### config.mk
export PLATFORM = sky130hd
export DESIGN_NAME = rtcFieldBank
export DESIGN_NICKNAME = d
export VERILOG_FILES = /design/src/source/rtcBusPkg.sv /design/src/source/rtcFieldBank.sv
export VERILOG_INCLUDE_DIRS = /design/src /design/src/include
export SDC_FILE = /design/constraint.sdc
export NUM_CORES = 1
export LEC_CHECK = 0
export ABC_AREA = 0
export ABC_CLOCK_PERIOD_IN_PS = 4300
export BUFFER_PORTS_ARGS = -buffer_cell sky130_fd_sc_hd__buf_2
export CORE_MARGIN = 2
export CORE_UTILIZATION = 52
export DETAILED_ROUTE_END_ITERATION = 7
export PLACE_DENSITY_LB_ADDON = 0.05
export SKIP_CTS_REPAIR_TIMING = 1
export SYNTH_ARGS = -nofsm -noshare
export SYNTH_HDL_FRONTEND = slang
export SYNTH_SLANG_ARGS = --single-unit
export TNS_END_PERCENT = 50
### constraint.sdc
create_clock -name reloj -period 4.3 [get_ports reloj]
set_clock_uncertainty 0.2 [all_clocks]
set_input_delay 0.215 -clock reloj [delete_from_list [all_inputs] [get_ports reloj]]
set_output_delay 0.215 -clock reloj [all_outputs]
set_load 0.005 [all_outputs]
### src/include/rtc_cfg.svh
`ifndef RTC_CFG_SVH
`define RTC_CFG_SVH

// Bus and frame geometry
`define RTC_DATA_W          8
`define RTC_FRAME_LEN       32

// Strobe windows in frame cycles (inclusive)
`define RTC_AD_LO_START     1
`define RTC_AD_LO_END       10
`define RTC_ADDR_CS_START   2
`define RTC_ADDR_CS_END     8
`define RTC_DATA_CS_START   20
`define RTC_DATA_CS_END     26
`define RTC_ADDR_DRIVE_END  10
`define RTC_SAMPLE_CYCLE    26

// RTC register map
`define RTC_ADDR_SEC        8'h21
`define RTC_ADDR_MIN        8'h22
`define RTC_ADDR_HOUR       8'h23
`define RTC_ADDR_DAY        8'h24
`define RTC_ADDR_MONTH      8'h25
`define RTC_ADDR_YEAR       8'h26
`define RTC_ADDR_CTRL       8'h02
`define RTC_ADDR_CMD        8'hF1

// Command words
`define RTC_INIT_WORD       8'h10
`define RTC_TRANSFER_CMD    8'hF0

`endif
### src/source/rtcBusPkg.sv
package rtcBusPkg;

    ////////////////////////////////////////////////////////////////////////////
    // Controller mode
    ////////////////////////////////////////////////////////////////////////////

    // Init writes the control word, read sweeps the clock registers,
    // write loads the six fields and then issues the transfer command
    typedef enum logic [1:0]
    {
        modeInit  = 2'd0,
        modeRead  = 2'd1,
        modeWrite = 2'd2
    } rtcModeT;

    ////////////////////////////////////////////////////////////////////////////
    // Bus item kind
    ////////////////////////////////////////////////////////////////////////////

    // Tells which payload a read byte lands in
    typedef enum logic [1:0]
    {
        itemTime = 2'd0,
        itemDate = 2'd1,
        itemCtrl = 2'd2
    } rtcItemKindT;

endpackage

### src/source/rtcFieldBank.sv
`timescale 1ns/10ps

`include "rtc_cfg.svh"

module rtcFieldBank #(
    parameter type                    fieldT   = logic [23:0],
    parameter rtcBusPkg::rtcItemKindT bankKind = rtcBusPkg::itemTime
) (
    input  logic                   reloj,
    input  logic                   resetM,
    input  logic                   captureStb,
    input  rtcBusPkg::rtcItemKindT itemKind,
    input  logic [1:0]             slot,
    input  logic [`RTC_DATA_W-1:0] readByte,
    output fieldT                  fields
);

    localparam int bankW   = $bits(fieldT);
    localparam int slotCnt = bankW / `RTC_DATA_W;

    logic [bankW-1:0] bankBits;
    logic             hit;

    // Only bytes meant for this payload, and only existing slots
    assign hit = captureStb && (itemKind == bankKind) && (slot < slotCnt);

    always_ff @(posedge reloj)
    begin
        if (resetM)
            bankBits <= '0;
        else if (hit)
            bankBits[slot * `RTC_DATA_W +: `RTC_DATA_W] <= readByte;
    end

    assign fields = fieldT'(bankBits);

endmodule

==> flow_summary.ini <==
[synth]
synth_top_cells_by_area = dfxtp_1, nand4_1, a21oi_1
synth-warning-count = 0
synth-seq-area-share = 0.430
netlist_area_sq_um = 1120
syn_area_per_cell_sq_um = 9.17
synthDominantAreaCellType = dfxtp_1
syn-instance-count = 122
synth.top_cell.area_share = 0.430
register_bit_count_reported_by_yosys = 24
netlist-cell-type-count = 16
syn_nets = 142

[timing]
fmax_mhz = 470
finalCritPeriodShare = 0.495
tns_ns = 0
final_period_minus_worst_setup_slack_ns = 2.13
rsz0062_at_grt = false
worst_slew_margin_rel = 0.295
slew_at_the_pin_with_the_worst_max_slew_slack_ns = 1.04
report.final.slew_viol_count = 0
setup-violations-final = 0
final-hold-violation-count = 0

[floorplanning]
starting_density_of_the_core = 0.559
floorplan.die_area_sq_um = 2540
core_sq_um = 2000
floorplan.io_pins = 39
fp.dieW_um = 50.4
die_y_um = 50.4
rows = 16

[routing]
drt_iter0_markers = 26
drtAntennaViolNets = 0
route.detailed.drc = 0
drt-pass1-iter-count = 4
via_per_inst = 5.93
detailroute.via_count = 1073
drt_wl_total_mm = 2.64
post_drt_wl_per_cell_um = 14.6

[clock_network]
cts_root_buf = clkbuf_4
clock_insertion_delay_worst_skew_ns = 0.31
numCtsBuffers = 3
cts.sink_count = 24
cts_htree_levels = 1
clk_pin_slew_ns = 0.13
clockBufferDepth = 2
cts_tree = built

[finish]
final_non_filler_cell_area_sq_um = 1320
most_frequent_cells_in_the_layout = buf_2, nand4_1, a21oi_1, dfxtp_1, o21ai_1
nFillCells = 193
area_used_by_multi_input_combinational_logic_sq_um = 533
mostFrequentLayoutCell = buf_2
sequential_cell_area_sq_um = 480
largest_register_ffs = 24
drive_gt1_frac = 0.292
finalNetCount = 175
num_antenna_cells = 0
layout-area-overhead-vs-synth_pct = 17.9
final_core_occ = 0.659

[worst_setup_path]
timing.critical_path.slowest_cell_delay_ns = 0.88
crit_slowest_cell = nor4bb_1
timing_worst_setup_path_type = in -> reg
worst_r2r_endpoint = fields[12]$_SDFFE_PP0P_
worst_case_reg_to_reg_path_depth = 2
worst-r2r-setup-slack_ns = 3.44
crit_path_cell_trace = buf_2 -> inv_1 -> ha_1 -> nor4bb_1 -> nand4_1 -> a21oi_1
critPathMaxFanout = 12
r2r_start = fields[12]$_SDFFE_PP0P_
crit_path_end_kind = flop
crit_arrival_ns = 2.18
start_kind = primary input
crit_required_ns = 4.35

[global_routing]
grt_max_degree = 25
global_route.usage.met1 = 0.299
grt_first_pass_wirelength_mm = 4.37
number_of_antenna_violations_at_the_first_check_in_global_routing = 0
globalRouteOverflowTotal = 0
global_route.usage.met2 = 0.375
global_route.usage.total = 0.222
globalRoute.busiestLayer = met2
grtUsageMet3 = 0.0298
number_of_global_route_vias_before_repair = 965

[power_and_ir_drop]
p_total_uw = 426
power.density_nw_per_um2 = 323
vdd_ir_drop_max_mv = 0.176
p_leak_nw = 0.545

[placed_design]
placement.io_buffers = 38
gp_routability_congestion = 0.872
placement.cell_area_sq_um = 1260
half_perimeter_wire_length_after_detailed_placement_mm = 1.89

[min_path]
min_delay_path_depth = 3
origin_of_the_worst_min_delay_path = readByte[4]
class_of_the_tightest_hold_or_removal_check = in -> reg
hold-path-endpoint = fields[20]$_SDFFE_PP0P_

[run]
maxCapViolCount = 0

[run_status]
run_status = completed
[cells by family after synthesis]
kind of cell	count (synthesis)	share of synthesized area
buffers and inverters	16	0.0940
adders and majority gates	5	0.0559
and+or+nand+nor	29	0.206
DFF	24	0.430
AOI/OAI and AO/OA	48	0.215
[stage by stage]
stage	hold WS (ns)	setup WS [ns]	instances
floorplan	0.0841	2.64	122
global placement	0.262	1.97	176
detailed placement	0.264	1.91	176
CTS	-0.000265	2.21	180
global route	0.00124	1.88	181
finish	0.00641	2.17	181
[cell type report]
class | instances | share of cell area
Clock buffer | 3 | 0.0171
Clock inverter | 1 | 0.0228
Inverter | 5 | 0.0142
Multi-Input combinational cell | 82 | 0.404
Sequential cell | 24 | 0.364
Tap cell | 27 | 0.0256
Timing Repair Buffer | 39 | 0.152
[how the worst max path moves through the flow]
stage | start | to | slack [ns] | cells after the start
6_report | slot[0] | fields[2]$_SDFFE_PP0P_ | 2.17 | 6
2_1_floorplan | slot[0] | fields[10]$_SDFFE_PP0P_ | 2.64 | 5
3_5_place_dp | slot[0] | fields[2]$_SDFFE_PP0P_ | 1.91 | 6
5_1_grt | slot[0] | fields[2]$_SDFFE_PP0P_ | 1.88 | 6
4_1_cts | slot[0] | fields[2]$_SDFFE_PP0P_ | 2.21 | 6
3_3_place_gp | slot[0] | fields[4]$_SDFFE_PP0P_ | 1.97 | 6
[power breakdown]
group          switching [mW]  internal, mW
logic                  0.0280        0.0126
clock network          0.0682        0.0942
registers            0.000163         0.223
[cell usage after synthesis, drive strengths merged]
| library cell | instances |
|---|---|
| clkbuf | 4 |
| nor4b | 2 |
| or4b | 1 |
| a21oi | 24 |
| and3b | 1 |
| dfxtp | 24 |
| buf | 7 |
| nand4 | 24 |
| ha | 5 |
| nor4bb | 1 |
| o21ai | 24 |
| inv | 5 |
[layer usage]
layer  vias up  wire, um  part of all wire
met5         -         0                 0
met1       508      1240              0.47
li1        527         -                 -
met3         2       154             0.058
met4         0        13            0.0049
met2        36      1230              0.47
[critical path, delay by kind of cell]
| family | cells | cell delay [ns] |
|---|---|---|
| adders and majority gates | 1 | 0.42 |
| buffers and inverters | 2 | 0.26 |
| AOI/OAI and AO/OA | 1 | 0.20 |
| and+or+nand+nor | 2 | 1.08 |
Note: power is estimated with default switching activity, not from simulation.
