$ cat src/include/rtc_cfg.svh
`ifndef RTC_CFG_SVH
`define RTC_CFG_SVH

// Bus and frame geometry
`define RTC_DATA_W          8
`define RTC_FRAME_LEN       32

// Strobe windows in frame cycles (inclusive)
`define RTC_AD_LO_START     1
`define RTC_AD_LO_END       10
`define RTC_ADDR_CS_START   2
`define RTC_ADDR_CS_END     8
`define RTC_DATA_CS_START   20
`define RTC_DATA_CS_END     26
`define RTC_ADDR_DRIVE_END  10
`define RTC_SAMPLE_CYCLE    26

// RTC register map
`define RTC_ADDR_SEC        8'h21
`define RTC_ADDR_MIN        8'h22
`define RTC_ADDR_HOUR       8'h23
`define RTC_ADDR_DAY        8'h24
`define RTC_ADDR_MONTH      8'h25
`define RTC_ADDR_YEAR       8'h26
`define RTC_ADDR_CTRL       8'h02
`define RTC_ADDR_CMD        8'hF1

// Command words
`define RTC_INIT_WORD       8'h10
`define RTC_TRANSFER_CMD    8'hF0

`endif
$ cat src/source/rtcBusPkg.sv
package rtcBusPkg;

    ////////////////////////////////////////////////////////////////////////////
    // Controller mode
    ////////////////////////////////////////////////////////////////////////////

    // Init writes the control word, read sweeps the clock registers,
    // write loads the six fields and then issues the transfer command
    typedef enum logic [1:0]
    {
        modeInit  = 2'd0,
        modeRead  = 2'd1,
        modeWrite = 2'd2
    } rtcModeT;

    ////////////////////////////////////////////////////////////////////////////
    // Bus item kind
    ////////////////////////////////////////////////////////////////////////////

    // Tells which payload a read byte lands in
    typedef enum logic [1:0]
    {
        itemTime = 2'd0,
        itemDate = 2'd1,
        itemCtrl = 2'd2
    } rtcItemKindT;

endpackage

$ cat src/source/rtcFrameTimer.sv
`timescale 1ns/10ps

`include "rtc_cfg.svh"

module rtcFrameTimer (
    input  logic               reloj,
    input  logic               resetM,
    input  rtcBusPkg::rtcModeT mode,
    output logic               frameStart,
    output logic [4:0]         frameCnt,
    output logic               cs,
    output logic               rd,
    output logic               wr,
    output logic               addrData
);

    logic [4:0] nextCnt;
    logic       adWin;
    logic       addrWin;
    logic       dataWin;
    logic       isRead;

    // Free-running frame counter
    assign nextCnt = (frameCnt == 5'(`RTC_FRAME_LEN - 1)) ? 5'd0 : frameCnt + 5'd1;

    always_ff @(posedge reloj)
    begin
        if (resetM)
            frameCnt <= 5'd0;
        else
            frameCnt <= nextCnt;
    end

    assign frameStart = (frameCnt == 5'd0);

    ////////////////////////////////////////////////////////////////////////////
    // Strobe generation
    ////////////////////////////////////////////////////////////////////////////

    // Windows are decoded one cycle ahead so the registered strobes
    // line up with the frame count
    assign adWin   = (nextCnt >= `RTC_AD_LO_START) && (nextCnt <= `RTC_AD_LO_END);
    assign addrWin = (nextCnt >= `RTC_ADDR_CS_START) && (nextCnt <= `RTC_ADDR_CS_END);
    assign dataWin = (nextCnt >= `RTC_DATA_CS_START) && (nextCnt <= `RTC_DATA_CS_END);
    assign isRead  = (mode == rtcBusPkg::modeRead);

    always_ff @(posedge reloj)
    begin
        if (resetM)
        begin
            cs       <= 1'b1;
            rd       <= 1'b1;
            wr       <= 1'b1;
            addrData <= 1'b1;
        end
        else
        begin
            cs       <= !(addrWin || dataWin);
            rd       <= !(dataWin && isRead);
            // Address latch pulse, plus data pulse when writing
            wr       <= !(addrWin || (dataWin && !isRead));
            addrData <= !adWin;
        end
    end

endmodule

$ cat config.mk
export PLATFORM = sky130hd
export DESIGN_NAME = rtcFrameTimer
export DESIGN_NICKNAME = d
export VERILOG_FILES = /design/src/source/rtcBusPkg.sv /design/src/source/rtcFrameTimer.sv
export VERILOG_INCLUDE_DIRS = /design/src /design/src/include
export SDC_FILE = /design/constraint.sdc
export NUM_CORES = 1
export LEC_CHECK = 0
export BUFFER_PORTS_ARGS = -buffer_cell sky130_fd_sc_hd__buf_2
export CORE_AREA = 2 2 39 41
export CTS_CLUSTER_SIZE = 20
export DETAILED_ROUTE_END_ITERATION = 8
export DIE_AREA = 0 0 41 43
export PLACE_DENSITY_LB_ADDON = 0.12
export REMOVE_ABC_BUFFERS = 1
export SYNTH_ARGS = -nofsm -noshare
export SYNTH_HDL_FRONTEND = slang
export SYNTH_SLANG_ARGS = --single-unit
export TNS_END_PERCENT = 30
$ cat constraint.sdc
create_clock -name reloj -period 2.76 [get_ports reloj]
set_input_delay 0 -clock reloj [delete_from_list [all_inputs] [get_ports reloj]]
set_output_delay 0 -clock reloj [all_outputs]
set_load 0.1 [all_outputs]
==> key figures <==
Status
  – Status: finished clean

Min path
  – Min-Delay Path Depth: 3
  – Class of the worst hold path: in -> reg

Drt
  – Vias per cell: 5.204
  – DRC viols: 0
  – WL final: 1.139 mm
  – Final ANT Viol Nets: 0
  – DR pass1 iterations: 4
  – Starting DRC count in detailed routing: 7
  – Vias: about 480
  – Per-cell routed wire length: approximately 12 microns

Die
  – DIE HEIGHT: 43 microns
  – Initial Utilization: 0.4005
  – Die area: 1763 sq um
  – CORE AREA: between 1000 and 1500 sq um
  – Num ports: 14
  – Chip Width: approximately 40 microns
  – Row count: 14

Power
  – Maximum vdd drop: 283.3 uV
  – Power density cells: 577.8 nW/um^2
  – Total power: 0.3983 mW
  – P_leak: 0.3070 nW

STA
  – Final period utilization: 0.8787
  – Final Skew: 2.164 ps
  – Hold Vio Cnt, Final: 0
  – Worst Tran Pin Value: around 490 ps
  – Fmax: ~0.41 GHz
  – Min cycle time layout: roughly 2400 ps
  – Unrepaired setup endpoints after global routing: false
  – Final setup violating endpoints: 0
  – Slew Viols, Final: 0
  – Setup_tns: 0 ps
  – Relative slew slack: 0.6758

Placed design
  – Hpwl dp: 891.6 microns
  – Input/output buffers: 13
  – Routability cong.: between 0.8 and 0.9
  – Dpl cells: 87
  – Area after DPL: 643.1 sq um

Logic synthesis
  – Simple-Gate Fraction of Synth Area: 0.1670
  – Complex-gate fraction of the synthesized area: 0.2144
  – Largest area contributor in the netlist: dfxtp_1
  – Synth Register Bits: 9
  – Largest family of logic cells by synthesized area: compound AO/OA/AOI/OAI gates
  – Register area share after synthesis: 0.3251
  – Synth warnings: 0
  – Synthesized-area fraction occupied by adder cells: 0.1129
  – Cells after synthesis: 58
  – Ranking of synthesized cells by area: dfxtp_1 33%, ha_1 11%, nor2_1 5.4%
  – Syn Std Cell Area: 554.3 sq um
  – Mapped Avg Cell Area: 9.557 sq um
  – Synth top area share: 0.3251
  – Distinct cells, synth: 28
  – Mux share of post-synthesis cell area: 0.05869
  – XOR/XNOR Fraction of Synth Area: 0.06095

Clock network
  – H-tree depth: 1
  – CTS tree: done
  – Clock Path Buffers: 2
  – Post-CTS Setup Inserts: 0
  – # clock sinks: 9
  – Root Driver: clkbuf_4
  – Clk_lat worst skew: 250 ps
  – Register clock-pin slew on the reported worst setup and hold paths: 60 ps
  – CTS buffer count: 3

GRT
  – GRT Overall Usage: 0.1635
  – GR Overflow Total: 0
  – Largest net degree at the start of global routing: 10
  – Vias in the first global route: roughly 460
  – First-pass GRT wire length: 1.918 mm
  – Antenna violations before repair: 0

Critical path
  – Worst Path Max Fanout: 9
  – WP data arrival: 2570 ps
  – Startpoint type of the worst setup path: flip-flop
  – Critical Path RT: 2900 ps
  – Worst Reg2Reg Path Length in Cells: 7
  – Setup Crit Path Kind: reg -> reg
  – CP endpoint kind: flip-flop

Finish
  – Area delta synth->final: 24.38%
  – Design Area, Final: 689.4 sq um
  – Final Core Density: 0.4982
  – Final nets: 87
  – Layout cells sized above 1: 0.2857
  – Antenna fix cells: 0
  – Non-Filler Instances: 93

Job
  – Total of max-cap violations: 0
## cells in the final DEF (no fill, tap or decap), types with 2 or more instances in the layout
| master | n |
|---|---|
| ha_1 | 5 |
| nor2_1 | 8 |
| dlygate4sd3_1 | 2 |
| nor3_1 | 3 |
| a22oi_1 | 2 |
| inv_1 | 6 |
| o21a_1 | 2 |
| buf_4 | 2 |
| nor2b_1 | 2 |
| dfxtp_1 | 9 |
| buf_2 | 13 |
| o311ai_1 | 2 |
| clkbuf_4 | 3 |
## where the power goes
| part | leakage (nW) | internal, mW | switching [mW] |
|---|---|---|---|
| Clock | 0.0150 | 0.0556 | 0.0437 |
| Combinational | 0.218 | 0.0328 | 0.121 |
| Sequential | 0.0741 | 0.139 | 0.00594 |
| Total | 0.307 | 0.228 | 0.171 |
## critical path: stages, from the launching register on
cell	delay (ps)
dfxtp_1	330
buf_4	160
inv_1	50
ha_1	360
a211o_1	320
a2111oi_4	400
nand3b_1	110
dlygate4sd3_1	570
## metal layers
metal / routed length [microns] / GRT usage / part of all wire
met5: 0 / 0 / 0
met4: 26 / 0.1333 / 0.023
met3: 50 / 0.03665 / 0.044
met2: 561 / 0.2250 / 0.49
met1: 501 / 0.2059 / 0.44
## worst paths after layout
| check | from | end | slack [ps] |
|---|---|---|---|
| max | frameCnt[0] | rd | 330 |
| min | mode[0] | wr | 10 |
| max reg2reg | frameCnt[0] | rd | 330 |
| min reg2reg | frameCnt[0] | frameCnt[0] | 610 |
## synthesized netlist by cell type (all sizes together)
library cell	instances
nor2b	2
nand3	1
xnor2	2
nor2	8
buf	1
a2111oi	1
o31ai	1
xor2	1
ha	5
o41ai	1
and3	1
dfxtp	9
a22oi	2
nor4b	1
o311ai	2
a21boi	1
a31oi	1
a21oi	1
a211o	1
o21a	2
nor3	3
inv	6
nand3b	1
mux2i	2
clkbuf	1
nand2b	1
## kinds of logic (layout without fill, tap and decap cells)
| logic type | after synthesis | in the layout |
|---|---|---|
| AO/OA/AOI/OAI | 13 | 13 |
| multiplexers | 2 | 2 |
| buffers and inverters | 8 | 27 |
| AND/OR/NAND/NOR | 18 | 18 |
| XOR/XNOR | 3 | 3 |
| adder cells (fa/ha/maj) | 5 | 5 |
| flip-flops | 9 | 9 |
## stage by stage
stage | setup WS (ps) | hold WS, ps
3_3_place_gp | 803.1 | 203.2
4_1_cts | 347.4 | 7.412
5_1_grt | 201.3 | 29.83
6_report | 334.8 | 14.45
2_1_floorplan | -1348 | 66.69
3_5_place_dp | 783.1 | 206.9
## final cells by class
cell class                 instances  area, sq um
clock buffer                       4        26.28
tap                               16        20.02
timing repair buffer              17        100.1
multi-input combinational         41        340.3
sequential                         9        180.2
inverter                           6        22.52
fill                             138        694.4
## flip-flops by register name (all words and copies together) (netlist names)
name and count:
rd 1, cs 1, frameCnt 5, addrData 1, wr 1
## what timing repair did
| action | in CTS | in global routing |
|---|---|---|
| hold buffers | 2 | 0 |
| gates resized for setup | 0 | 0 |
| endpoints found under the hold margin | 1 | 0 |
Note: power is estimated with default switching activity, not from simulation.
