[src/source/rtcBusPkg.sv]
package rtcBusPkg;

    ////////////////////////////////////////////////////////////////////////////
    // Controller mode
    ////////////////////////////////////////////////////////////////////////////

    // Init writes the control word, read sweeps the clock registers,
    // write loads the six fields and then issues the transfer command
    typedef enum logic [1:0]
    {
        modeInit  = 2'd0,
        modeRead  = 2'd1,
        modeWrite = 2'd2
    } rtcModeT;

    ////////////////////////////////////////////////////////////////////////////
    // Bus item kind
    ////////////////////////////////////////////////////////////////////////////

    // Tells which payload a read byte lands in
    typedef enum logic [1:0]
    {
        itemTime = 2'd0,
        itemDate = 2'd1,
        itemCtrl = 2'd2
    } rtcItemKindT;

endpackage

[src/source/rtcModeFsm.sv]
`timescale 1ns/10ps

module rtcModeFsm (
    input  logic               reloj,
    input  logic               resetM,
    input  logic               progTime,
    input  logic               progDate,
    input  logic               rtcInit,
    input  logic               frameStart,
    output rtcBusPkg::rtcModeT mode
);

    logic progTimeReg;
    logic progDateReg;
    logic rtcInitReg;
    rtcBusPkg::rtcModeT nextMode;

    // Switch sampling
    always_ff @(posedge reloj)
    begin
        if (resetM)
        begin
            progTimeReg <= 1'b0;
            progDateReg <= 1'b0;
            rtcInitReg  <= 1'b0;
        end
        else
        begin
            progTimeReg <= progTime;
            progDateReg <= progDate;
            rtcInitReg  <= rtcInit;
        end
    end

    // Init wins, then any program switch, read otherwise
    always_comb
    begin
        if (rtcInitReg)
            nextMode = rtcBusPkg::modeInit;
        else if (progTimeReg || progDateReg)
            nextMode = rtcBusPkg::modeWrite;
        else
            nextMode = rtcBusPkg::modeRead;
    end

    // Mode only moves on a frame boundary so no transaction is cut short
    always_ff @(posedge reloj)
    begin
        if (resetM)
            mode <= rtcBusPkg::modeInit;
        else if (frameStart)
            mode <= nextMode;
    end

endmodule

[config.mk]
export PLATFORM = sky130hd
export DESIGN_NAME = rtcModeFsm
export DESIGN_NICKNAME = d
export VERILOG_FILES = /design/src/source/rtcBusPkg.sv /design/src/source/rtcModeFsm.sv
export SDC_FILE = /design/constraint.sdc
export NUM_CORES = 1
export LEC_CHECK = 0
export ABC_CLOCK_PERIOD_IN_PS = 1770
export BUFFER_PORTS_ARGS = -buffer_cell sky130_fd_sc_hd__buf_2
export CORE_AREA = 5 5 42 44
export CTS_CLUSTER_DIAMETER = 100
export DETAILED_ROUTE_END_ITERATION = 8
export DIE_AREA = 0 0 47 49
export SKIP_CTS_REPAIR_TIMING = 1
export SYNTH_ARGS = -nofsm -noshare
export SYNTH_HDL_FRONTEND = slang
export SYNTH_SLANG_ARGS = --single-unit
[constraint.sdc]
create_clock -name reloj -period 1.77 [get_ports reloj]
set_clock_uncertainty 0.1 [all_clocks]
set_input_delay 0.177 -clock reloj [delete_from_list [all_inputs] [get_ports reloj]]
set_output_delay 0.177 -clock reloj [all_outputs]
set_load 0.01 [all_outputs]
==> results.cfg, run 1 <==
[global_routing]
overflow = 0
track_usage_pct = 4.45
antenna_found_initial = 0
grt_pass1_vias = 161
grt_pass1_wl_um = 621
grt_max_degree = 6

[critical_path]
crit_fanout = 2
critical_path_required_ps = 1490
critPathLaunchType = flip-flop
crit_arrival_ps = 690
crit_family = flip-flops
cp-end-kind = output pin
crit_type = flip-flop to output pin
crit_path_top_delay_cell = dfxtp_1
cp.buffers_inverters = 1
path_cells = buf_2
max_stage_delay_ps = 320

[floorplanning]
die_w_um = 47
ioPinCount = 8
placeableCoreArea_mm2 = 0.00140
die-area_mm2 = 0.00230
die_h_um = 49
initial_core_util_pct = 11.7
rows = 14

[drt]
via_count = 134
drt_wl_total_um = 309
drt-vias-per-instance = 3.19
drc = 0
first_pass_iters = 3
wl_per_cell_um = 7.36
postRouteAntennaNets = 0
drtIter0Drc = 1

[cells_and_area]
nFillCells = 171
drive_gt1_share_pct = 42.3
nNetsFinal = 33
area_growth_pct = 49.6
antennaDiodeCount = 0

[power_and_ir_drop]
p_per_area_mw_per_mm2 = 1110
power_mw = 0.273
leakagePower_nw = 0.108
peakVddDrop_mv = 0.487

[logic_synthesis]
synthCells = 15
yosysSeqAreaShare_pct = 61.1
syn_avg_cell_area_um2 = 10.9
synth_top_area_cell = dfxtp_1
syn_area_um2 = 164
yosysWarnings = 0
ys_ff_latch = 5
synth_ff_type = dfxtp_1
yosysMostFrequentCell = dfxtp_1
synth_edf_count = 0
async_flop_share_pct = 0
synth_nets = 21
synthTopCellsByCount = dfxtp_1, nor2b_1
ys_types = 8
synthTopCellsByArea = dfxtp_1, nor2b_1, mux2i_1
netlist.area_leader.share_pct = 61.1

[timing]
maxSlewHeadroom_pct = 88.7
fmax_mhz = 1030
fin_tns_setup_ps = 0
fin_crit_ps = 969
drv_slew = 0
finalSetupViolations = 0
hold_viol = 0
worst_slew_pin_slew_ps = 168
rsz0062_at_grt = false
period_share_pct = 54.8

[clock_network]
clkTransAtPathRegs_ps = 40
htree_num_levels = 1
cts_buffers = 3
clockBufferDepth = 2
cts_tree = yes
clock_latency_ps = 240
cts_root_buffer = clkbuf_4
clock-sinks = 5

[placed_design]
gp_congestion = 0.645
port-buffer-count = 7

[min_path]
holdCritPathClass = primary input to flip-flop

[outcome]
status = completed

[flow_run]
max-cap-violations = 0
cell families after synthesis:
logic type | count (synthesis) | synth area share [%]
compound gates | 2 | 8.39
mux | 1 | 6.11
flops | 5 | 61.1
simple gates | 7 | 24.4
cell type report:
type / instances / area [um^2] / area share, %
Multi-Input combinational cell: 10 / 63.8 / 26.0
Sequential cell: 5 / 100 / 40.8
Clock buffer: 4 / 26.3 / 10.7
Timing Repair Buffer: 7 / 35.0 / 14.3
Tap cell: 16 / 20.0 / 8.16
registers in the layout, indices dropped and copies added, names as in the netlist:
name and count:
progDateReg 1, progTimeReg 1, rtcInitReg 1, mode 2
power by group:
part           switching [mW]  total, mW  leakage, nW  internal (mW)
combinational         0.00870     0.0203       0.0513         0.0115
sequential            0.00305      0.123       0.0414          0.120
clock                  0.0450      0.130       0.0150         0.0851
total                  0.0567      0.273        0.108          0.216
stage by stage:
| stage | hold slack, ps | utilization, % | cells | area, um^2 | setup slack [ps] |
|---|---|---|---|---|---|
| 6_report | 47.7 | 17.5 | 42 | 245 | 801 |
| 5_1_grt | 41.3 | 17.5 | 42 | 245 | 741 |
| 4_1_cts | 37.3 | 17.5 | 42 | 245 | 781 |
| 3_5_place_dp | 291 | 15.6 | 38 | 219 | 955 |
| 3_3_place_gp | 293 | 15.6 | 38 | 219 | 964 |
| 2_1_floorplan | 139 | - | 15 | 164 | 1000 |
final timing paths:
path	to	depth (start not counted)	start	slack (ps)
hold / removal	progDateReg	2	progDate	50
setup reg to reg	mode[0]	3	progDateReg	950
hold reg to reg	mode[1]	2	mode[1]	390
setup / recovery	mode[0]	1	mode[0]	800
placed cells by master (no fill, tap or decap):
| cell | netlist | final |
|---|---|---|
| a21oi_2 | 1 | 1 |
| buf_2 | 0 | 7 |
| clkbuf_1 | 0 | 1 |
| clkbuf_4 | 0 | 3 |
| dfxtp_1 | 5 | 5 |
| mux2i_1 | 1 | 1 |
| nand2b_1 | 1 | 1 |
| nor2_1 | 1 | 1 |
| nor2b_1 | 4 | 4 |
| nor3_1 | 1 | 1 |
| o21ai_1 | 1 | 1 |
per-layer routing:
| layer | share of wire, % | vias to the layer above | GRT usage, % | routed length (um) |
|---|---|---|---|---|
| li1 | - | 70 | - | - |
| met1 | 41 | 52 | 4.20 | 126 |
| met2 | 31 | 12 | 4.07 | 95 |
| met3 | 28 | 0 | 7.38 | 88 |
| met4 | 0 | 0 | 2.76 | 0 |
| met5 | 0 | - | 0 | 0 |
No activity file was read; power rests on OpenSTA's default activity.
==> run 2, diff against run 1 <==
--- a/config.mk
+++ b/config.mk
@@ -5,7 +5,7 @@
 export SDC_FILE = /design/constraint.sdc
 export NUM_CORES = 1
 export LEC_CHECK = 0
-export ABC_CLOCK_PERIOD_IN_PS = 1770
+export ABC_CLOCK_PERIOD_IN_PS = 1000
 export BUFFER_PORTS_ARGS = -buffer_cell sky130_fd_sc_hd__buf_2
 export CORE_AREA = 5 5 42 44
 export CTS_CLUSTER_DIAMETER = 100
==> constraint.sdc (replaced) <==
create_clock -name reloj -period 1 [get_ports reloj]
set_clock_uncertainty 0.1 [all_clocks]
set_input_delay 0.1 -clock reloj [delete_from_list [all_inputs] [get_ports reloj]]
set_output_delay 0.1 -clock reloj [all_outputs]
set_load 0.01 [all_outputs]
==> results.cfg, run 2 (synthesis results as in run 1) <==
[cells_and_area]
antennaDiodeCount = 0
layout_commonest_cell = buf_2
regMostFlops = mode
drive_gt1_share_pct = 39.3
largest_register_ffs = 2
fin_cells = 44
area_growth_pct = 61.8
nFillCells = 164
layout_common_cells = buf_2, dfxtp_1, nor2b_1
nNetsFinal = 35

[drt]
drtIter0Drc = 1
via_count = 137
drt-vias-per-instance = 3.11
drc = 0
dr_wl_met2_um = 89
first_pass_iters = 2
postRouteAntennaNets = 0
wl_met1_um = 140
wl_per_cell_um = 6.93
drt_wl_total_um = 305
top_layer_used = met3
met3_length_um = 75

[clock_network]
clock_latency_ps = 240
clockBufferDepth = 2
cts_root_buffer = clkbuf_4
htree_num_levels = 1
cts_tree = yes
cts_buffers = 3
clkTransAtPathRegs_ps = 40
clock-sinks = 5

[critical_path]
crit_family = flip-flops
r2r_cells = 3
r2r_end = mode[0]
cp-end-kind = output pin
r2r_setup_slack_ps = 190
path_cells = buf_2
critPathLaunchType = flip-flop
max_stage_delay_ps = 330
crit_type = flip-flop to output pin
crit_arrival_ps = 690
critical_path_required_ps = 800
crit_path_end = mode[0]
crit_path_top_delay_cell = dfxtp_1
cp.buffers_inverters = 1
cp.depth = 1
crit_fanout = 2
r2r-start = progDateReg
critPathLaunch = mode[0]

[floorplanning]
placeableCoreArea_mm2 = 0.00140
die_h_um = 49
initial_core_util_pct = 11.7
rows = 14
die_w_um = 47
ioPinCount = 8
die-area_mm2 = 0.00230

[timing]
drv_slew = 0
fmax_mhz = 1120
rsz0062_at_grt = false
hold_viol = 2
maxSlewHeadroom_pct = 89.4
worst_slew_pin_slew_ps = 157
fin_tns_setup_ps = 0
finalSetupViolations = 0
setup_slack_ps = 105
whs_ps = -27.1
period_share_pct = 89.5
fin_crit_ps = 895

[placed_design]
post-place-ws_ps = 200
dp_cells = 38
port-buffer-count = 7
gp_congestion = 0.630

[power_and_ir_drop]
p_per_area_mw_per_mm2 = 1840
combPwrFrac_pct = 8.5
peakVddDrop_mv = 0.461
power.internal_mw = 0.388
clockPowerShare_pct = 47.1
switchingPower_mw = 0.100
leakagePower_nw = 0.116
sw_frac_of_total_pct = 20.6
p_seq_share_pct = 44.4
power_mw = 0.488

[outcome]
violations = hold timing
status = finished, violations left

[global_routing]
antenna_found_initial = 0
grt_pass1_vias = 130
overflow = 0
track_usage_pct = 3.25
grt_max_degree = 6
grt_pass1_wl_um = 469

[flow_run]
max-cap-violations = 0

[min_path]
hp-start = rtcInit
holdCritPathClass = primary input to flip-flop
-- run 2: cell types whose count changed in the layout (fill, tap and decap cells not counted), sizes merged --
cell,before,now
dlygate4sd3,0,2
-- run 2: metal layers --
layer / global-route usage (%) / up-vias
met4: 0 / 0
met3: 5.90 / 0
met1: 3.77 / 52
li1: - / 75
met2: 2.94 / 10
met5: 0 / -
-- run 2: area by class of cell --
type / count / area [um^2] / area share (%)
repair buffers: 9 / 55.1 / 20.8
clock buffers: 4 / 26.3 / 9.91
flip-flops and latches: 5 / 100 / 37.7
well taps: 16 / 20.0 / 7.55
multi-input cells: 10 / 63.8 / 24.1
-- run 2: how the worst min path moves through the flow --
stage | end | slack [ps] | cells after the start
floorplan | mode[1] | 60 | 1
global placement | progDateReg | 220 | 2
detailed placement | progDateReg | 210 | 2
CTS | progDateReg | -40 | 2
global route | progTimeReg | 2 | 2
finish | rtcInitReg | -30 | 2
-- run 2: stage by stage --
stage | util, % | instance area, um^2
5_1_grt | 18.9 | 265
2_1_floorplan | - | 164
6_report | 18.9 | 265
3_3_place_gp | 15.6 | 219
3_5_place_dp | 15.6 | 219
4_1_cts | 17.5 | 245
-- run 2: power by group through the flow --
stage | combinational (mW) | sequential, mW | clock, mW
6_report | 0.0415 | 0.217 | 0.230
5_1_grt | 0.0472 | 0.219 | 0.257
4_1_cts | 0.0362 | 0.217 | 0.244
3_5_place_dp | 0.0360 | 0.220 | 0
3_3_place_gp | 0.0361 | 0.220 | 0
2_1_floorplan | 0.0154 | 0.222 | 0
