File: src/include/rtc_cfg.svh
`ifndef RTC_CFG_SVH
`define RTC_CFG_SVH

// Bus and frame geometry
`define RTC_DATA_W          8
`define RTC_FRAME_LEN       32

// Strobe windows in frame cycles (inclusive)
`define RTC_AD_LO_START     1
`define RTC_AD_LO_END       10
`define RTC_ADDR_CS_START   2
`define RTC_ADDR_CS_END     8
`define RTC_DATA_CS_START   20
`define RTC_DATA_CS_END     26
`define RTC_ADDR_DRIVE_END  10
`define RTC_SAMPLE_CYCLE    26

// RTC register map
`define RTC_ADDR_SEC        8'h21
`define RTC_ADDR_MIN        8'h22
`define RTC_ADDR_HOUR       8'h23
`define RTC_ADDR_DAY        8'h24
`define RTC_ADDR_MONTH      8'h25
`define RTC_ADDR_YEAR       8'h26
`define RTC_ADDR_CTRL       8'h02
`define RTC_ADDR_CMD        8'hF1

// Command words
`define RTC_INIT_WORD       8'h10
`define RTC_TRANSFER_CMD    8'hF0

`endif
File: src/source/rtcBusPkg.sv
package rtcBusPkg;

    ////////////////////////////////////////////////////////////////////////////
    // Controller mode
    ////////////////////////////////////////////////////////////////////////////

    // Init writes the control word, read sweeps the clock registers,
    // write loads the six fields and then issues the transfer command
    typedef enum logic [1:0]
    {
        modeInit  = 2'd0,
        modeRead  = 2'd1,
        modeWrite = 2'd2
    } rtcModeT;

    ////////////////////////////////////////////////////////////////////////////
    // Bus item kind
    ////////////////////////////////////////////////////////////////////////////

    // Tells which payload a read byte lands in
    typedef enum logic [1:0]
    {
        itemTime = 2'd0,
        itemDate = 2'd1,
        itemCtrl = 2'd2
    } rtcItemKindT;

endpackage

File: src/source/rtcSequencer.sv
`timescale 1ns/10ps

`include "rtc_cfg.svh"

module rtcSequencer (
    input  logic                   reloj,
    input  logic                   resetM,
    input  rtcBusPkg::rtcModeT     mode,
    input  logic                   frameStart,
    input  logic [`RTC_DATA_W-1:0] secIn,
    input  logic [`RTC_DATA_W-1:0] minIn,
    input  logic [`RTC_DATA_W-1:0] hourIn,
    input  logic [`RTC_DATA_W-1:0] dayIn,
    input  logic [`RTC_DATA_W-1:0] monthIn,
    input  logic [`RTC_DATA_W-1:0] yearIn,
    output logic [`RTC_DATA_W-1:0] busAddr,
    output logic [`RTC_DATA_W-1:0] writeData,
    output rtcBusPkg::rtcItemKindT itemKind,
    output logic [1:0]             slot
);

    logic [2:0]             itemIdx;
    logic [2:0]             lastIdx;
    logic [2:0]             dateIdx;
    logic                   stepStb;
    rtcBusPkg::rtcModeT     prevMode;
    logic [`RTC_DATA_W-1:0] fieldAddr;
    logic [`RTC_DATA_W-1:0] fieldVal;

    // Last item index of each mode
    always_comb
    begin
        case (mode)
            rtcBusPkg::modeRead:  lastIdx = 3'd5;
            rtcBusPkg::modeWrite: lastIdx = 3'd6;
            default:              lastIdx = 3'd0;
        endcase
    end

    ////////////////////////////////////////////////////////////////////////////
    // Item index
    ////////////////////////////////////////////////////////////////////////////

    // Steps one cycle after frameStart when the new mode is visible
    always_ff @(posedge reloj)
    begin
        if (resetM)
        begin
            stepStb  <= 1'b0;
            itemIdx  <= 3'd0;
            prevMode <= rtcBusPkg::modeInit;
        end
        else
        begin
            stepStb <= frameStart;
            if (stepStb)
            begin
                prevMode <= mode;
                if (mode != prevMode)
                    itemIdx <= 3'd0;
                else if (itemIdx >= lastIdx)
                    itemIdx <= 3'd0;
                else
                    itemIdx <= itemIdx + 3'd1;
            end
        end
    end

    // Time and date registers in sweep order with the transfer command last
    always_comb
    begin
        case (itemIdx)
            3'd0:
            begin
                fieldAddr = `RTC_ADDR_SEC;
                fieldVal  = secIn;
            end
            3'd1:
            begin
                fieldAddr = `RTC_ADDR_MIN;
                fieldVal  = minIn;
            end
            3'd2:
            begin
                fieldAddr = `RTC_ADDR_HOUR;
                fieldVal  = hourIn;
            end
            3'd3:
            begin
                fieldAddr = `RTC_ADDR_DAY;
                fieldVal  = dayIn;
            end
            3'd4:
            begin
                fieldAddr = `RTC_ADDR_MONTH;
                fieldVal  = monthIn;
            end
            3'd5:
            begin
                fieldAddr = `RTC_ADDR_YEAR;
                fieldVal  = yearIn;
            end
            default:
            begin
                fieldAddr = `RTC_ADDR_CMD;
                fieldVal  = `RTC_TRANSFER_CMD;
            end
        endcase
    end

    assign dateIdx = itemIdx - 3'd3;

    always_comb
    begin
        busAddr   = fieldAddr;
        writeData = fieldVal;
        itemKind  = rtcBusPkg::itemCtrl;
        slot      = 2'd0;
        case (mode)
            rtcBusPkg::modeInit:
            begin
                busAddr   = `RTC_ADDR_CTRL;
                writeData = `RTC_INIT_WORD;
            end
            rtcBusPkg::modeRead:
            begin
                writeData = '0;
                if (itemIdx < 3'd3)
                begin
                    itemKind = rtcBusPkg::itemTime;
                    slot     = itemIdx[1:0];
                end
                else
                begin
                    itemKind = rtcBusPkg::itemDate;
                    slot     = dateIdx[1:0];
                end
            end
            // Write keeps the field table as is
            default:
            begin
                itemKind = rtcBusPkg::itemCtrl;
            end
        endcase
    end

endmodule

File: config.mk
export PLATFORM = sky130hd
export DESIGN_NAME = rtcSequencer
export DESIGN_NICKNAME = d
export VERILOG_FILES = /design/src/source/rtcBusPkg.sv /design/src/source/rtcSequencer.sv
export VERILOG_INCLUDE_DIRS = /design/src /design/src/include
export SDC_FILE = /design/constraint.sdc
export NUM_CORES = 1
export LEC_CHECK = 0
export ABC_AREA = 1
export BUFFER_PORTS_ARGS = -buffer_cell sky130_fd_sc_hd__buf_2
export CAP_MARGIN = 25
export CORE_ASPECT_RATIO = 0.7
export CORE_MARGIN = 1.5
export CORE_UTILIZATION = 44
export CTS_CLUSTER_SIZE = 12
export DETAILED_ROUTE_END_ITERATION = 8
export PLACE_DENSITY = 0.9
export SLEW_MARGIN = 20
export SYNTH_ARGS = -nofsm -noshare
export SYNTH_HDL_FRONTEND = slang
export SYNTH_SLANG_ARGS = --single-unit
File: constraint.sdc
create_clock -name reloj -period 4.6 [get_ports reloj]
set_input_delay 0.92 -clock reloj [delete_from_list [all_inputs] [get_ports reloj]]
set_output_delay 0.92 -clock reloj [all_outputs]
set_load 0.02 [all_outputs]
==> metrics, run 1 <==
outcome=finished, final reports clean; CP Capture Type=output port; io pins=73; Arr. time, crit path=2000 ps; Initial Util=0.465; row count=14; clk root buf=clkbuf_4; Most Crowded Layer GR=met2; fin crit period=2920 ps; HP Start=prevMode[1]; setup bufs post-CTS=0; worst setup margin=1680 ps; syn nets=256; worst r2r src=itemIdx[2]; max cap viols=0; area post-placement=1360 um2; synth top area cells=nand2_1, ha_1, dfxtp_1, nor2_1, inv_1; vias in the first global route=1036; H-tree depth=1; Worst-path clk slew=40 ps; fin area=1380 um2; Post-Syn Instances=191; Slew Limit Headroom=0.620; Global Route Usage Sum=0.207; hold endpoint=prevMode[1]; CP Launch Type=input pin; Max Buffers Root-to-Sink=2; crit path buf inv count=3; CP Class=in -> out; CP cell instances=buf_2 -> inv_1 -> ha_1 -> nor2_1 -> nand2_1 -> nor2_1 -> buf_2; Post-Layout Cell Count=292; Seq cells post-synth=6; Seq/Total Area, Yosys=0.120; Clock Skews=0.638 ps; Yosys top cell area share=0.304; Global Route met1 Usage=0.271; worst hold path cell count=2; total power=0.217 mW; Worst Max-Slew Pin Slew=569 ps; Yosys cell types=19; delay-heaviest family, CP=simple AND/OR/NAND/NOR gates; DIE HEIGHT=42.9 um; share of cells above drive strength 1=0.315; FF+latch area=120 um2; DRC viols=0; f_max=343 MHz; first-pass GRT wire length=4.16 mm; grt total ovfl=0; CTS tree=built; vias=1314; Filler Cell Count=236; placed cells=289; r2r endpoint=itemIdx[2]; Area Overhead vs Synth=38.0%; Hold Buf Count CTS=0; Die Span X=60.0 um; Post-Syn Area per Cell=5.24 um2; diodes inserted=0; worst skew pair latency=230 ps; final hold vios=0; Lkg Pwr=0.905 nW; core area=2150 um2; maximum vdd drop=0.128 mV; pin count of the biggest net entering global routing=13; Detail Route Antenna Nets=0; r2r worst-path depth=6; Yosys Warn Count=0; drt wl/cell=9.61 um; initial antenna violation count=0; # setup viols final=0; DP Wirelength=2.35 mm; die area=2570 um2; Port Buffer Count=71; GRT met3 Usage=0.0274; pwr/cell area=157 nW/um2; number of iterations in the first detailed-routing pass=4; setup_tns=0 ps; total wire length=2.81 mm; max-slew violations=0; clk sinks=6; Largest stage delay, worst path=260 ps; Post-Syn Area=1000 um2; Worst path slowest cell=ha_1; flop-to-flop setup slack=2960 ps; Detailed Route Iter0 Violations=58; fin crit share=0.634; Placer Congestion=0.904; worst endpoint required time=3680 ps; worst-path fanout max=5; GR Util met2=0.343; final net count=327; unrepaired setup endpoints after global routing=false; vias per cell=4.50; total CTS buffers=3; cell accounting for the most synthesized area=nand2_1; multi-input logic area=749 um2; DP Worst Slack=1690 ps; post-CTS resize count=0; Hold Path Class=reg -> reg
## registers in the layout, summed over array words and instances (netlist names)
name	cells
itemIdx	3
prevMode	2
stepStb	1
## worst min-delay path: stages (launching register included)
cell and delay (ps):
dfxtp_1 310, o21ai_0 130, a21oi_1 40
## power by group
group	internal [mW]	switching [mW]
combinational	0.0456	0.0650
clock	0.0293	0.0161
sequential	0.0552	0.00538
## worst max path at each step
stage	start	to	slack, ps	cells past startpoint
2_1_floorplan	mode[1]	slot[0]	1840	4
4_1_cts	mode[0]	writeData[3]	1680	7
3_3_place_gp	mode[0]	writeData[0]	1720	7
3_5_place_dp	mode[0]	writeData[3]	1690	7
6_report	mode[0]	writeData[3]	1680	7
5_1_grt	itemIdx[2]	writeData[4]	1520	9
## cell usage after synthesis
cell type,instances
a21oi_1,10
inv_2,3
conb_1,1
nor2_4,2
o31ai_1,1
o21ai_0,6
nor2_2,1
nor2_1,29
nand2_1,81
dfxtp_1,6
buf_4,3
xnor2_1,1
nor3_1,6
ha_1,12
buf_6,1
inv_1,22
nand2_2,2
nand3_1,3
clkbuf_1,1
## metal layers
| metal | share of wire | wire, um |
|---|---|---|
| met5 | 0 | 0 |
| met4 | 0 | 0 |
| met3 | 0.079 | 223 |
| met2 | 0.45 | 1270 |
| met1 | 0.47 | 1320 |
## per-stage QoR
step / hold slack [ps] / utilization
floorplan: 482 / -
global placement: 542 / 0.631
detailed placement: 537 / 0.631
CTS: 539 / 0.641
global route: 563 / 0.641
finish: 535 / 0.641
## layout make-up
cell class	instances	share of cell area
tap	32	0.0290
inverter	25	0.0679
clock buffer	3	0.0163
timing repair buffer	71	0.257
sequential	6	0.0870
multi-input combinational	155	0.543
## logic make-up after synthesis
kind of cell / share of synthesized area
other cells: 0.00375
fa+ha+maj: 0.150
xor+xnor: 0.00875
buf+inv: 0.131
compound gates: 0.0875
flops: 0.120
simple gates: 0.499
## layout by cell type, fill, tap and decap left out
master,Yosys,layout
a21oi_1,10,10
buf_2,0,71
clkbuf_4,0,3
conb_1,1,1
dfxtp_1,6,6
ha_1,12,12
inv_1,22,22
inv_2,3,3
nand2_1,81,81
nand2_2,2,2
nand3_1,3,3
nor2_1,29,29
nor2_2,1,1
nor2_4,2,2
nor3_1,6,6
o21ai_0,6,6
o31ai_1,1,1
xnor2_1,1,1
Note: power is estimated with default switching activity, not from simulation.
==> run 2, diff against run 1 <==
--- a/config.mk
+++ b/config.mk
@@ -11,10 +11,10 @@
 export CAP_MARGIN = 25
 export CORE_ASPECT_RATIO = 0.7
 export CORE_MARGIN = 1.5
-export CORE_UTILIZATION = 44
+export CORE_UTILIZATION = 37
 export CTS_CLUSTER_SIZE = 12
 export DETAILED_ROUTE_END_ITERATION = 8
-export PLACE_DENSITY = 0.9
+export PLACE_DENSITY = 0.81
 export SLEW_MARGIN = 20
 export SYNTH_ARGS = -nofsm -noshare
 export SYNTH_HDL_FRONTEND = slang
==> constraint.sdc (replaced) <==
create_clock -name reloj -period 2.45 [get_ports reloj]
set_input_delay 0.49 -clock reloj [delete_from_list [all_inputs] [get_ports reloj]]
set_output_delay 0.49 -clock reloj [all_outputs]
set_load 0.02 [all_outputs]
==> run 2 against run 1 <==
Net effect: worst hold slack got worse by 78 ps; critical path depth did not move; clock-buffer cell count unchanged; clock skew grew 0.96 ps; die area rose by 18%; sequential power grew 83%.
==> metrics, run 2 (synthesis gave the netlist of run 1 again) <==
outcome=finished, final reports clean (unchanged); total power=0.471 mW (was 0.217 mW); r2r worst-path depth=7 (was 6); Global Route Usage Sum=0.193 (was 0.207); DRC viols=0 (unchanged); pin count of the biggest net entering global routing=11 (was 13); vias in the first global route=1029 (was 1036); vias per cell=4.53 (was 4.50); diodes inserted=0 (unchanged); r2r endpoint=itemIdx[1] (was itemIdx[2]); clk sinks=6 (unchanged); most common cell after layout, fill and taps aside=nand2_1 (unchanged); drt wl/cell=10.2 um (was 9.61 um); Detail Route Antenna Nets=0 (unchanged); max-slew violations=0 (unchanged); Post-Layout Cell Count=295 (was 292); number of iterations in the first detailed-routing pass=4 (unchanged); Hold Buf Count CTS=0 (unchanged); io pins=73 (unchanged); post-CTS resize count=0 (unchanged); H-tree depth=1 (unchanged); unrepaired setup endpoints after global routing=false (unchanged); Final Core Density=0.563 (was 0.641); flop-to-flop setup slack=880 ps (was 2960 ps); Detailed Route Iter0 Violations=53 (was 58); DP Worst Slack=386 ps (was 1690 ps); die area=3030 um2 (was 2570 um2); worst-path fanout max=9 (was 5); delay-heaviest family, CP=adder cells (was simple AND/OR/NAND/NOR gates); HP Start=resetM (was prevMode[1]); first-pass GRT wire length=4.46 mm (was 4.16 mm); CP Capture Type=output port (unchanged); Port Buffer Count=71 (unchanged); max cap viols=0 (unchanged); pwr/cell area=333 nW/um2 (was 157 nW/um2); fin area=1420 um2 (was 1380 um2); Max Buffers Root-to-Sink=2 (unchanged); Clock Skews=1.59 ps (was 0.638 ps); Initial Util=0.398 (was 0.465); Top reg by flops=itemIdx (unchanged); fin crit share=0.941; final hold vios=0 (unchanged); vias=1337 (was 1314); final net count=328 (was 327); # setup viols final=0 (unchanged); clk root buf=clkbuf_8 (was clkbuf_4); most frequent cells in the layout=nand2_1, buf_2, nor2_1 (unchanged); Arr. time, crit path=1810 ps (was 2000 ps); grt total ovfl=0 (unchanged); fin crit period=2300 ps; Worst path slowest cell=dfxtp_1 (was ha_1); worst skew pair latency=220 ps (was 230 ps); crit path buf inv count=1 (was 3); placed cells=292 (was 289); Die Span X=65.2 um (was 60.0 um); Lkg Pwr=0.920 nW (was 0.905 nW); share of cells above drive strength 1=0.318 (was 0.315); row count=15 (was 14); worst r2r src=itemIdx[2] (unchanged); total wire length=3.01 mm (was 2.81 mm); area post-placement=1370 um2 (was 1360 um2); Hold Slack=458 ps (was 535 ps); initial antenna violation count=0 (unchanged); CTS tree=built (unchanged); CP Class=reg -> out (was in -> out); largest registers=itemIdx x3, prevMode x2, stepStb x1 (unchanged); Largest register FFs=3 (unchanged); worst setup margin=145 ps (was 1680 ps); Area Overhead vs Synth=41.4% (was 38.0%); worst hold path cell count=2 (unchanged); hold endpoint=stepStb (was prevMode[1]); Critical Path Start=itemIdx[1] (was mode[0]); Placer Congestion=0.828 (was 0.904); Hold Path Class=in -> reg (was reg -> reg); Worst-path clk slew=30 ps (was 40 ps); worst endpoint required time=1960 ps (was 3680 ps); setup_tns=0 ps (unchanged); DP Wirelength=2.49 mm (was 2.35 mm); Largest stage delay, worst path=470 ps (was 260 ps); setup bufs post-CTS=0 (unchanged); core area=2510 um2 (was 2150 um2); DIE HEIGHT=46.5 um (was 42.9 um); total CTS buffers=3 (unchanged); maximum vdd drop=0.292 mV (was 0.128 mV); CP cell instances=ha_1 -> ha_1 -> nand2_1 -> nand2_1 -> a21oi_1 -> a21oi_1 -> buf_2 (was buf_2 -> inv_1 -> ha_1 -> nor2_1 -> nand2_1 -> nor2_1 -> buf_2); CP Launch Type=register (was input pin); f_max=434 MHz
## run 2: cell types whose count changed in the layout (fill, tap and decap cells not counted)
| cell | change |
|---|---|
| nor2_4 | +1 |
| clkbuf_8 | +3 |
| clkbuf_4 | -3 |
| buf_4 | +1 |
| nor2_2 | -1 |
## run 2: worst reg2reg max path: cells and delay by family (launching register included)
family | cells | cell delay (ps)
flip-flops | 1 | 450
AO/OA/AOI/OAI | 1 | 220
buffers and inverters | 1 | 240
AND/OR/NAND/NOR | 4 | 350
adder cells (fa/ha/maj) | 1 | 260
## run 2: worst max-delay path by stage
stage | slack, ps | cells past startpoint | to
global placement | 390 | 7 | writeData[7]
CTS | 140 | 7 | writeData[7]
finish | 150 | 7 | writeData[7]
detailed placement | 390 | 7 | writeData[7]
floorplan | 470 | 5 | busAddr[2]
global route | 30 | 7 | writeData[7]
## run 2: cell type report
| type | instances | area (um2) |
|---|---|---|
| fillers | 276 | 1100 |
| multi-input cells | 155 | 754 |
| repair buffers | 72 | 363 |
| flip-flops and latches | 6 | 120 |
| inverters | 25 | 93.8 |
| well taps | 34 | 42.5 |
| clock buffers | 3 | 41.3 |
## run 2: power breakdown
group | leakage, nW | internal [mW] | switching (mW)
combinational | 0.849 | 0.0871 | 0.126
clock | 0.0216 | 0.105 | 0.0411
sequential | 0.0494 | 0.104 | 0.00754
## run 2: layer usage
layer | track usage | vias to the layer above | part of all wire
met3 | 0.0342 | 4 | 0.085
met4 | 0.0625 | 0 | 0.0083
li1 | - | 717 | -
met2 | 0.314 | 48 | 0.41
met1 | 0.261 | 568 | 0.49
met5 | 0 | - | 0
